**config.mk**
```make
export PLATFORM = sky130hd
export DESIGN_NAME = exec_core
export DESIGN_NICKNAME = d
export VERILOG_FILES = /design/src/source/exec_pkg.sv /design/src/source/alu_unit.sv /design/src/source/mul_unit.sv /design/src/source/div_unit.sv /design/src/source/writeback_arbiter.sv /design/src/source/exec_core.sv
export SDC_FILE = /design/constraint.sdc
export NUM_CORES = 2
export LEC_CHECK = 0
export BUFFER_PORTS_ARGS = -buffer_cell sky130_fd_sc_hd__buf_2
export CAP_MARGIN = 20
export CORE_UTILIZATION = 40
export DETAILED_ROUTE_END_ITERATION = 8
export PLACE_DENSITY = 0.66
export RECOVER_POWER = 50
export SLEW_MARGIN = 20
export SYNTH_ARGS = -nofsm -noshare
export SYNTH_HDL_FRONTEND = slang
export SYNTH_SLANG_ARGS = --single-unit
```
**constraint.sdc**
```tcl
create_clock -name clk -period 10.5 [get_ports clk]
set_input_delay 2.1 -clock clk [delete_from_list [all_inputs] [get_ports clk]]
set_output_delay 2.1 -clock clk [all_outputs]
set_load 0.02 [all_outputs]
```
**src/source/exec_pkg.sv**
```systemverilog
/*
 * Execution back end shared definitions.
 * Widths, ID type, opcodes and writeback unit ordering.
 */
`default_nettype none

package exec_pkg;

    ////////////////////
    // Widths and counts

    localparam int XLEN = 32;
    localparam int ID_WIDTH = 3;

    // Iterations of the restoring divider, one per quotient bit
    localparam int DIV_CYCLES = 32;

    // Units sharing the writeback port
    localparam int NUM_UNITS = 3;

    ////////////////////
    // Types

    typedef logic [XLEN-1:0] xlen_t;
    typedef logic [ID_WIDTH-1:0] id_t;

    // Issue opcodes
    typedef enum logic [3:0] {
        OP_ADD   = 4'd0,
        OP_SUB   = 4'd1,
        OP_AND   = 4'd2,
        OP_OR    = 4'd3,
        OP_XOR   = 4'd4,
        OP_SLT   = 4'd5,
        OP_SLTU  = 4'd6,
        OP_SLL   = 4'd7,
        OP_SRL   = 4'd8,
        OP_SRA   = 4'd9,
        // Multiplier
        OP_MUL   = 4'd10,
        OP_MULHU = 4'd11,
        // Divider
        OP_DIVU  = 4'd12,
        OP_REMU  = 4'd13
    } exec_op_t;

    // Writeback units, lowest value wins arbitration
    typedef enum logic [1:0] {
        UNIT_ALU = 2'd0,
        UNIT_MUL = 2'd1,
        UNIT_DIV = 2'd2
    } unit_id_t;

endpackage

`default_nettype wire

```
**src/source/alu_unit.sv**
```systemverilog
/*
 * Single-cycle integer ALU.
 * Result and ID are registered and held until the writeback ack.
 */
`timescale 1ns/1ps
`default_nettype none

module alu_unit (
    input  wire logic             clk,
    input  wire logic             reset,
    input  wire logic             new_request,
    input  exec_pkg::exec_op_t    op,
    input  exec_pkg::xlen_t       rs1,
    input  exec_pkg::xlen_t       rs2,
    input  exec_pkg::id_t         id,
    input  wire logic             ack,
    output logic                  ready,
    output logic                  done,
    output exec_pkg::xlen_t       result,
    output exec_pkg::id_t         result_id
);

    logic [$clog2(exec_pkg::XLEN)-1:0] shamt;
    exec_pkg::xlen_t alu_out;

    assign shamt = rs2[$clog2(exec_pkg::XLEN)-1:0];

    always_comb begin
        case (op)
            exec_pkg::OP_ADD:  alu_out = rs1 + rs2;
            exec_pkg::OP_SUB:  alu_out = rs1 - rs2;
            exec_pkg::OP_AND:  alu_out = rs1 & rs2;
            exec_pkg::OP_OR:   alu_out = rs1 | rs2;
            exec_pkg::OP_XOR:  alu_out = rs1 ^ rs2;
            exec_pkg::OP_SLT:  alu_out = exec_pkg::xlen_t'($signed(rs1) < $signed(rs2));
            exec_pkg::OP_SLTU: alu_out = exec_pkg::xlen_t'(rs1 < rs2);
            exec_pkg::OP_SLL:  alu_out = rs1 << shamt;
            exec_pkg::OP_SRL:  alu_out = rs1 >> shamt;
            exec_pkg::OP_SRA:  alu_out = $signed(rs1) >>> shamt;
            default:           alu_out = '0;
        endcase
    end

    // Free again in the cycle the held result is taken
    assign ready = !done || ack;

    always_ff @(posedge clk) begin
        if (reset) begin
            done <= 1'b0;
        end else if (new_request) begin
            done <= 1'b1;
        end else if (ack) begin
            done <= 1'b0;
        end
    end

    always_ff @(posedge clk) begin
        if (new_request) begin
            result <= alu_out;
            result_id <= id;
        end
    end

endmodule

`default_nettype wire

```
**src/source/mul_unit.sv**
```systemverilog
/*
 * Two-stage pipelined 32x32 unsigned multiplier.
 * Gives the low product word for MUL or the high word for MULHU.
 */
`timescale 1ns/1ps
`default_nettype none

module mul_unit (
    input  wire logic             clk,
    input  wire logic             reset,
    input  wire logic             new_request,
    input  exec_pkg::exec_op_t    op,
    input  exec_pkg::xlen_t       rs1,
    input  exec_pkg::xlen_t       rs2,
    input  exec_pkg::id_t         id,
    input  wire logic             ack,
    output logic                  ready,
    output logic                  done,
    output exec_pkg::xlen_t       result,
    output exec_pkg::id_t         result_id
);

    localparam int W = exec_pkg::XLEN;

    // Stage one holds operands
    logic s1_valid;
    exec_pkg::xlen_t s1_rs1;
    exec_pkg::xlen_t s1_rs2;
    logic s1_high;
    exec_pkg::id_t s1_id;

    // Stage two holds the product, done is its valid
    logic [2*W-1:0] product_d;
    logic [2*W-1:0] product_q;
    logic s2_high;
    logic s2_advance;

    assign product_d = {{W{1'b0}}, s1_rs1} * {{W{1'b0}}, s1_rs2};

    // Stage two moves unless it holds an unacked result
    assign s2_advance = !done || ack;
    assign ready = !s1_valid || s2_advance;

    assign result = s2_high ? product_q[2*W-1:W] : product_q[W-1:0];

    always_ff @(posedge clk) begin
        if (reset) begin
            s1_valid <= 1'b0;
            done <= 1'b0;
        end else begin
            if (s2_advance)
                done <= s1_valid;
            if (new_request)
                s1_valid <= 1'b1;
            else if (s2_advance)
                s1_valid <= 1'b0;
        end
    end

    ////////////////////
    // Payload

    always_ff @(posedge clk) begin
        if (new_request) begin
            s1_rs1 <= rs1;
            s1_rs2 <= rs2;
            s1_high <= (op == exec_pkg::OP_MULHU);
            s1_id <= id;
        end
        if (s2_advance && s1_valid) begin
            product_q <= product_d;
            s2_high <= s1_high;
            result_id <= s1_id;
        end
    end

    // A held result must stay until the arbiter takes it
    done_held_until_ack : assert property (
        @(posedge clk) disable iff (reset) (done && !ack) |=> done
    ) else $error("mul_unit dropped done without ack");

endmodule

`default_nettype wire

```
**src/source/div_unit.sv**
```systemverilog
/*
 * Iterative restoring unsigned divider.
 * One quotient bit per cycle, quotient for DIVU or remainder for REMU.
 */
`timescale 1ns/1ps
`default_nettype none

module div_unit (
    input  wire logic             clk,
    input  wire logic             reset,
    input  wire logic             new_request,
    input  exec_pkg::exec_op_t    op,
    input  exec_pkg::xlen_t       rs1,
    input  exec_pkg::xlen_t       rs2,
    input  exec_pkg::id_t         id,
    input  wire logic             ack,
    output logic                  ready,
    output logic                  done,
    output exec_pkg::xlen_t       result,
    output exec_pkg::id_t         result_id
);

    localparam int W = exec_pkg::XLEN;

    typedef logic [$clog2(exec_pkg::DIV_CYCLES)-1:0] count_t;

    logic busy;
    logic last;
    count_t count;
    logic is_rem;
    exec_pkg::xlen_t quotient;
    exec_pkg::xlen_t remainder;
    exec_pkg::xlen_t divisor;
    logic [W:0] shifted;
    logic [W+1:0] trial;

    // Shift in the next dividend bit and try the subtraction
    assign shifted = {remainder, quotient[W-1]};
    assign trial = {1'b0, shifted} - {2'b00, divisor};

    assign last = (count == count_t'(exec_pkg::DIV_CYCLES - 1));
    assign ready = !busy && (!done || ack);
    assign result = is_rem ? remainder : quotient;

    ////////////////////
    // Control

    always_ff @(posedge clk) begin
        if (reset) begin
            busy <= 1'b0;
            done <= 1'b0;
            count <= '0;
        end else if (new_request) begin
            busy <= 1'b1;
            done <= 1'b0;
            count <= '0;
        end else if (busy) begin
            count <= count + count_t'(1);
            if (last) begin
                busy <= 1'b0;
                done <= 1'b1;
            end
        end else if (ack) begin
            done <= 1'b0;
        end
    end

    ////////////////////
    // Datapath

    // Zero divisor always subtracts, giving all ones and the dividend
    always_ff @(posedge clk) begin
        if (new_request) begin
            quotient <= rs1;
            remainder <= '0;
            divisor <= rs2;
            is_rem <= (op == exec_pkg::OP_REMU);
            result_id <= id;
        end else if (busy) begin
            quotient <= {quotient[W-2:0], ~trial[W+1]};
            remainder <= trial[W+1] ? shifted[W-1:0] : trial[W-1:0];
        end
    end

    // Issue must wait for the previous result to be taken
    no_request_while_busy : assert property (
        @(posedge clk) disable iff (reset) new_request |-> !busy
    ) else $error("div_unit got a request while busy");

endmodule

`default_nettype wire

```
**src/source/writeback_arbiter.sv**
```systemverilog
/*
 * Fixed-priority writeback arbiter.
 * Grants the first finished unit in ALU, MUL, DIV order.
 */
`timescale 1ns/1ps
`default_nettype none

module writeback_arbiter (
    input  wire logic [exec_pkg::NUM_UNITS-1:0] unit_done,
    input  exec_pkg::xlen_t                     alu_result,
    input  exec_pkg::xlen_t                     mul_result,
    input  exec_pkg::xlen_t                     div_result,
    input  exec_pkg::id_t                       alu_id,
    input  exec_pkg::id_t                       mul_id,
    input  exec_pkg::id_t                       div_id,
    output logic [exec_pkg::NUM_UNITS-1:0]      unit_ack,
    output logic                                wb_valid,
    output exec_pkg::id_t                       wb_id,
    output exec_pkg::xlen_t                     wb_data
);

    // Some unit always wins when any is done
    assign wb_valid = |unit_done;

    always_comb begin
        unit_ack = '0;
        wb_id = '0;
        wb_data = '0;
        if (unit_done[exec_pkg::UNIT_ALU]) begin
            unit_ack[exec_pkg::UNIT_ALU] = 1'b1;
            wb_id = alu_id;
            wb_data = alu_result;
        end else if (unit_done[exec_pkg::UNIT_MUL]) begin
            unit_ack[exec_pkg::UNIT_MUL] = 1'b1;
            wb_id = mul_id;
            wb_data = mul_result;
        end else if (unit_done[exec_pkg::UNIT_DIV]) begin
            unit_ack[exec_pkg::UNIT_DIV] = 1'b1;
            wb_id = div_id;
            wb_data = div_result;
        end
    end

    // At most one grant, and only to a unit holding a result
    always_comb begin
        ack_legal : assert final (
            $onehot0(unit_ack) && ((unit_ack & ~unit_done) == '0)
        ) else $error("writeback_arbiter granted an illegal ack");
    end

endmodule

`default_nettype wire

```
**src/source/exec_core.sv**
```systemverilog
/*
 * Execution back end top level.
 * Dispatches issued ops by opcode to ALU, MUL or DIV
 * and merges their results onto one writeback port.
 */
`timescale 1ns/1ps
`default_nettype none

module exec_core (
    input  wire logic             clk,
    input  wire logic             reset,
    input  wire logic             issue_valid,
    input  exec_pkg::exec_op_t    issue_op,
    input  exec_pkg::xlen_t       issue_rs1,
    input  exec_pkg::xlen_t       issue_rs2,
    input  exec_pkg::id_t         issue_id,
    output logic                  issue_ready,
    output logic                  wb_valid,
    output exec_pkg::id_t         wb_id,
    output exec_pkg::xlen_t       wb_data
);

    exec_pkg::unit_id_t issue_unit;
    logic issue_accept;
    logic [exec_pkg::NUM_UNITS-1:0] unit_request;
    logic [exec_pkg::NUM_UNITS-1:0] unit_ready;
    logic [exec_pkg::NUM_UNITS-1:0] unit_done;
    logic [exec_pkg::NUM_UNITS-1:0] unit_ack;
    exec_pkg::xlen_t alu_result, mul_result, div_result;
    exec_pkg::id_t alu_id, mul_id, div_id;

    ////////////////////
    // Dispatch

    always_comb begin
        case (issue_op)
            exec_pkg::OP_MUL, exec_pkg::OP_MULHU: issue_unit = exec_pkg::UNIT_MUL;
            exec_pkg::OP_DIVU, exec_pkg::OP_REMU: issue_unit = exec_pkg::UNIT_DIV;
            default:                              issue_unit = exec_pkg::UNIT_ALU;
        endcase
    end

    assign issue_ready = unit_ready[issue_unit];
    assign issue_accept = issue_valid && issue_ready;

    always_comb begin
        for (int i = 0; i < exec_pkg::NUM_UNITS; i++)
            unit_request[i] = issue_accept && (issue_unit == exec_pkg::unit_id_t'(i));
    end

    ////////////////////
    // Units

    alu_unit u_alu (
        .clk(clk), .reset(reset), .new_request(unit_request[exec_pkg::UNIT_ALU]),
        .op(issue_op), .rs1(issue_rs1), .rs2(issue_rs2), .id(issue_id),
        .ack(unit_ack[exec_pkg::UNIT_ALU]), .ready(unit_ready[exec_pkg::UNIT_ALU]),
        .done(unit_done[exec_pkg::UNIT_ALU]), .result(alu_result), .result_id(alu_id)
    );

    mul_unit u_mul (
        .clk(clk), .reset(reset), .new_request(unit_request[exec_pkg::UNIT_MUL]),
        .op(issue_op), .rs1(issue_rs1), .rs2(issue_rs2), .id(issue_id),
        .ack(unit_ack[exec_pkg::UNIT_MUL]), .ready(unit_ready[exec_pkg::UNIT_MUL]),
        .done(unit_done[exec_pkg::UNIT_MUL]), .result(mul_result), .result_id(mul_id)
    );

    div_unit u_div (
        .clk(clk), .reset(reset), .new_request(unit_request[exec_pkg::UNIT_DIV]),
        .op(issue_op), .rs1(issue_rs1), .rs2(issue_rs2), .id(issue_id),
        .ack(unit_ack[exec_pkg::UNIT_DIV]), .ready(unit_ready[exec_pkg::UNIT_DIV]),
        .done(unit_done[exec_pkg::UNIT_DIV]), .result(div_result), .result_id(div_id)
    );

    writeback_arbiter u_wb_arb (
        .unit_done(unit_done), .alu_result(alu_result), .mul_result(mul_result),
        .div_result(div_result), .alu_id(alu_id), .mul_id(mul_id), .div_id(div_id),
        .unit_ack(unit_ack), .wb_valid(wb_valid), .wb_id(wb_id), .wb_data(wb_data)
    );

    // Units only ever see requests they can take
    request_only_when_ready : assert property (
        @(posedge clk) disable iff (reset) (unit_request & ~unit_ready) == '0
    ) else $error("exec_core sent a request to a busy unit");

endmodule

`default_nettype wire

```
==> impl_metrics.tcl <==
set metrics [dict create \
    outcome "finished with violations" \
    violations "capacitance limit, slew limit" \
    slew_headroom_pct -157.6 \
    wl_per_cell_um 21.99 \
    synth.area.mux_share_pct 4.788 \
    cts_root_buf "clkbuf_16" \
    synth_top_family_by_area "adder cells" \
    grt.overflow.total 0 \
    clk_latency_ps 600 \
    seq_power_share_pct 12.8 \
    drtAntennaViolNets 0 \
    dp_hpwl_mm 131.1 \
    avgSynthCellArea_um2 9.217 \
    grt_max_degree 76 \
    setup_viol 0 \
    p_comb_share_pct 80.3 \
    ios 111 \
    fin_area_um2 56830 \
    first_iter_violations 3558 \
    critPathArrivalTime_ps 8720 \
    clk_transition_reported_paths_ps 60 \
    synth_fa_ha_area_share_pct 42.75 \
    rows 133 \
    synth-seq-cells 281 \
    synth_xor_area_share_pct 1.846 \
    power.leakage_nw 26.11 \
    clock.fmax_ghz 0.1190 \
    htreeDepth 1 \
    cts_buffers 31 \
    yosys.area_share.simple_pct 15.92 \
    area_delta_synth_final_pct 5.978 \
    grt_pass1_wl_mm 258.7 \
    post-route-util_pct 42.96 \
    die-area_um2 135500 \
    irDropWorstVdd_mv 0.5547 \
    period_minus_slack_ps 8401 \
    synth-edff-count 239 \
    drt-pass1-iter-count 8 \
    cts_setup_buffers 0 \
    grt_pass1_vias 43498 \
    vias_per_cell 5.539 \
    die_w_um 368.2 \
    die_h_um 368.2 \
    criticalPathCategory "in -> reg" \
    crit_slowest_cell "clkbuf_1" \
    synth_top_area_cell "fa_1" \
    clock-skew-final_ps 22.47 \
    hold_buffers 0 \
    hp-class "reg -> reg" \
    path_max_fanout 59 \
    async_flop_share_pct 0 \
    drc_errors 0 \
    yosysWarnings 0 \
    worstPathRequired_ps 10820 \
    clockBufferDepth 3 \
    p_clk_share_pct 7.0 \
    drive_above_1_share_pct 6.503 \
    yosysSeqAreaShare_pct 14.95 \
    finalCritPeriodShare_pct 80.01 \
    crit_chain "buf_2 -> clkbuf_1 -> inv_1 -> ha_1 -> a21oi_1 -> o21ai_0 -> a211oi_1 -> o211ai_1 -> o22a_1 -> a21oi_1 -> a211o_1 -> o31a_1 -> xnor2_1 -> o21ai_1" \
    end_kind "flip-flop" \
    antenna_found_initial 8 \
    cts_tree "yes" \
    cts_resized 0 \
    crit_top_cell "a21oi_1" \
    hold_viol 0 \
    cts_sinks 281 \
    start_kind "input pin" \
    postSynthCellCount 5818 \
    gp_congestion 0.9786 \
    synth-compound-area-share_pct 10.16 \
    yosys.cell_types.count 91 \
    vias 41610 \
    cp_slowest_stage_delay_ps 2060 \
    yosys.area.top_type_share_pct 33.56 \
    initial_utilization_pct 40.54 \
    num-nets-final 7093 \
    fin_tns_setup_ps 0 \
    slew_violations 630 \
    rsz0062_at_grt "false" \
    layout_commonest_cell "inv_1" \
    numPortBuffers 110 \
    power_density_nw_per_um2 280.5 \
    intPower_mw 7.365 \
    cap_violations 13 \
    wirelength_mm 165.2 \
    syn-num-nets 7185 \
    worst_pin_slew_ps 3864 \
    grt_use_total_pct 24.52 \
    placed_area_um2 55930 \
    synth.area.top_cells "fa_1 34%, edfxtp_1 13%, ha_1 9.2%, inv_1 7.0%, and2_1 7.0%" \
    synthFlopType "edfxtp_1" \
    syn_area_um2 53630 \
    p_switching_mw 8.575 \
    switching_share_pct 53.79 \
    final_cell_mix "1006 x inv_1, 899 x fa_1, 650 x nand2_1" \
    coreArea_um2 132300 \
]
==> per-stage QoR <==
stage / instances / setup WS, ps / hold WS (ps) / power (mW)
5_1_grt: 7509 / 1788 / 423.3 / 17.33
3_5_place_dp: 7444 / 2095 / 404.5 / 14.55
3_3_place_gp: 7443 / 2035 / 400.9 / 14.68
4_1_cts: 7502 / 2107 / 419.6 / 15.89
2_1_floorplan: 5818 / 3349 / 400.3 / 10.87
6_report: 7512 / 2099 / 418.5 / 15.94
==> cells by family after synthesis <==
kind of cell	after synthesis
multiplexers	198
buffers and inverters	1358
flip-flops	281
XOR/XNOR	113
AND/OR/NAND/NOR	1733
adder cells (fa/ha/maj)	1293
AO/OA/AOI/OAI	842
==> per-layer routing <==
layer | global-route usage (%) | wire length, um
met1 | 32.66 | 67900
met2 | 40.60 | 77670
met3 | 3.751 | 13370
met4 | 8.259 | 6219
met5 | 0 | 34
==> sequential cells by signal (all words and copies together), names as in the netlist, 3 cells and up <==
name,cells
u_mul.product_q,64
u_alu.result,32
u_div.divisor,32
u_div.quotient,32
u_div.remainder,32
u_mul.s1_rs1,32
u_mul.s1_rs2,32
u_div.count,5
u_alu.result_id,3
u_div.result_id,3
u_mul.result_id,3
u_mul.s1_id,3
==> worst paths after layout <==
path	start	end	slack [ps]	cells past startpoint
worst max register to register	u_mul.s1_rs2[16]$_DFFE_PP_	u_mul.product_q[63]$_DFFE_PP_	2140	25
worst max-delay path	issue_rs2[4]	u_alu.result[26]$_DFFE_PP_	2100	14
worst min-delay path	u_mul.s1_id[0]$_DFFE_PP_	u_mul.result_id[0]$_DFFE_PP_	420	0
worst min register to register	u_mul.s1_id[0]$_DFFE_PP_	u_mul.result_id[0]$_DFFE_PP_	420	0
==> cells in the mapped netlist, drive strengths merged (16+ instances only) <==
cell    number
xor2        35
nand3       58
o221ai      16
dfxtp       42
or3         17
edfxtp     239
ha         394
nand2b      21
nand4       27
nor2       237
o21ai      197
o21a        22
nand2      651
inv       1007
mux2i       63
mux2        98
nor3        45
nor2b       23
and2       599
and3        19
buf         41
a211oi      30
clkbuf     307
o21bai      28
xnor2       78
mux4        37
o211ai      63
a22oi       54
fa         899
a21o        57
a31oi       21
a21oi      227
==> power by group through the flow <==
stage	sequential, mW	combinational [mW]	clock (mW)
global placement	2.05	12.6	0
floorplan	1.97	8.90	0
global route	2.04	14.1	1.15
detailed placement	2.05	12.5	0
finish	2.04	12.8	1.11
CTS	2.03	12.7	1.12
==> critical path, delay by kind of cell <==
family / cells / cell delay (ps)
buf+inv: 3 / 3070
compound gates: 9 / 2680
fa+ha+maj: 1 / 690
xor+xnor: 1 / 170
==> final cells by class <==
class / count / area [um^2]
Clock buffer: 38 / 822.0
Sequential cell: 281 / 8020
Inverter: 1010 / 3791
Fill cell: 12937 / 75460
Multi-Input combinational cell: 4179 / 40510
Tap cell: 1755 / 2196
Clock inverter: 20 / 170.2
Timing Repair Buffer: 223 / 1308
Antenna cell: 6 / 15.01
No activity file was read; power rests on OpenSTA's default activity.
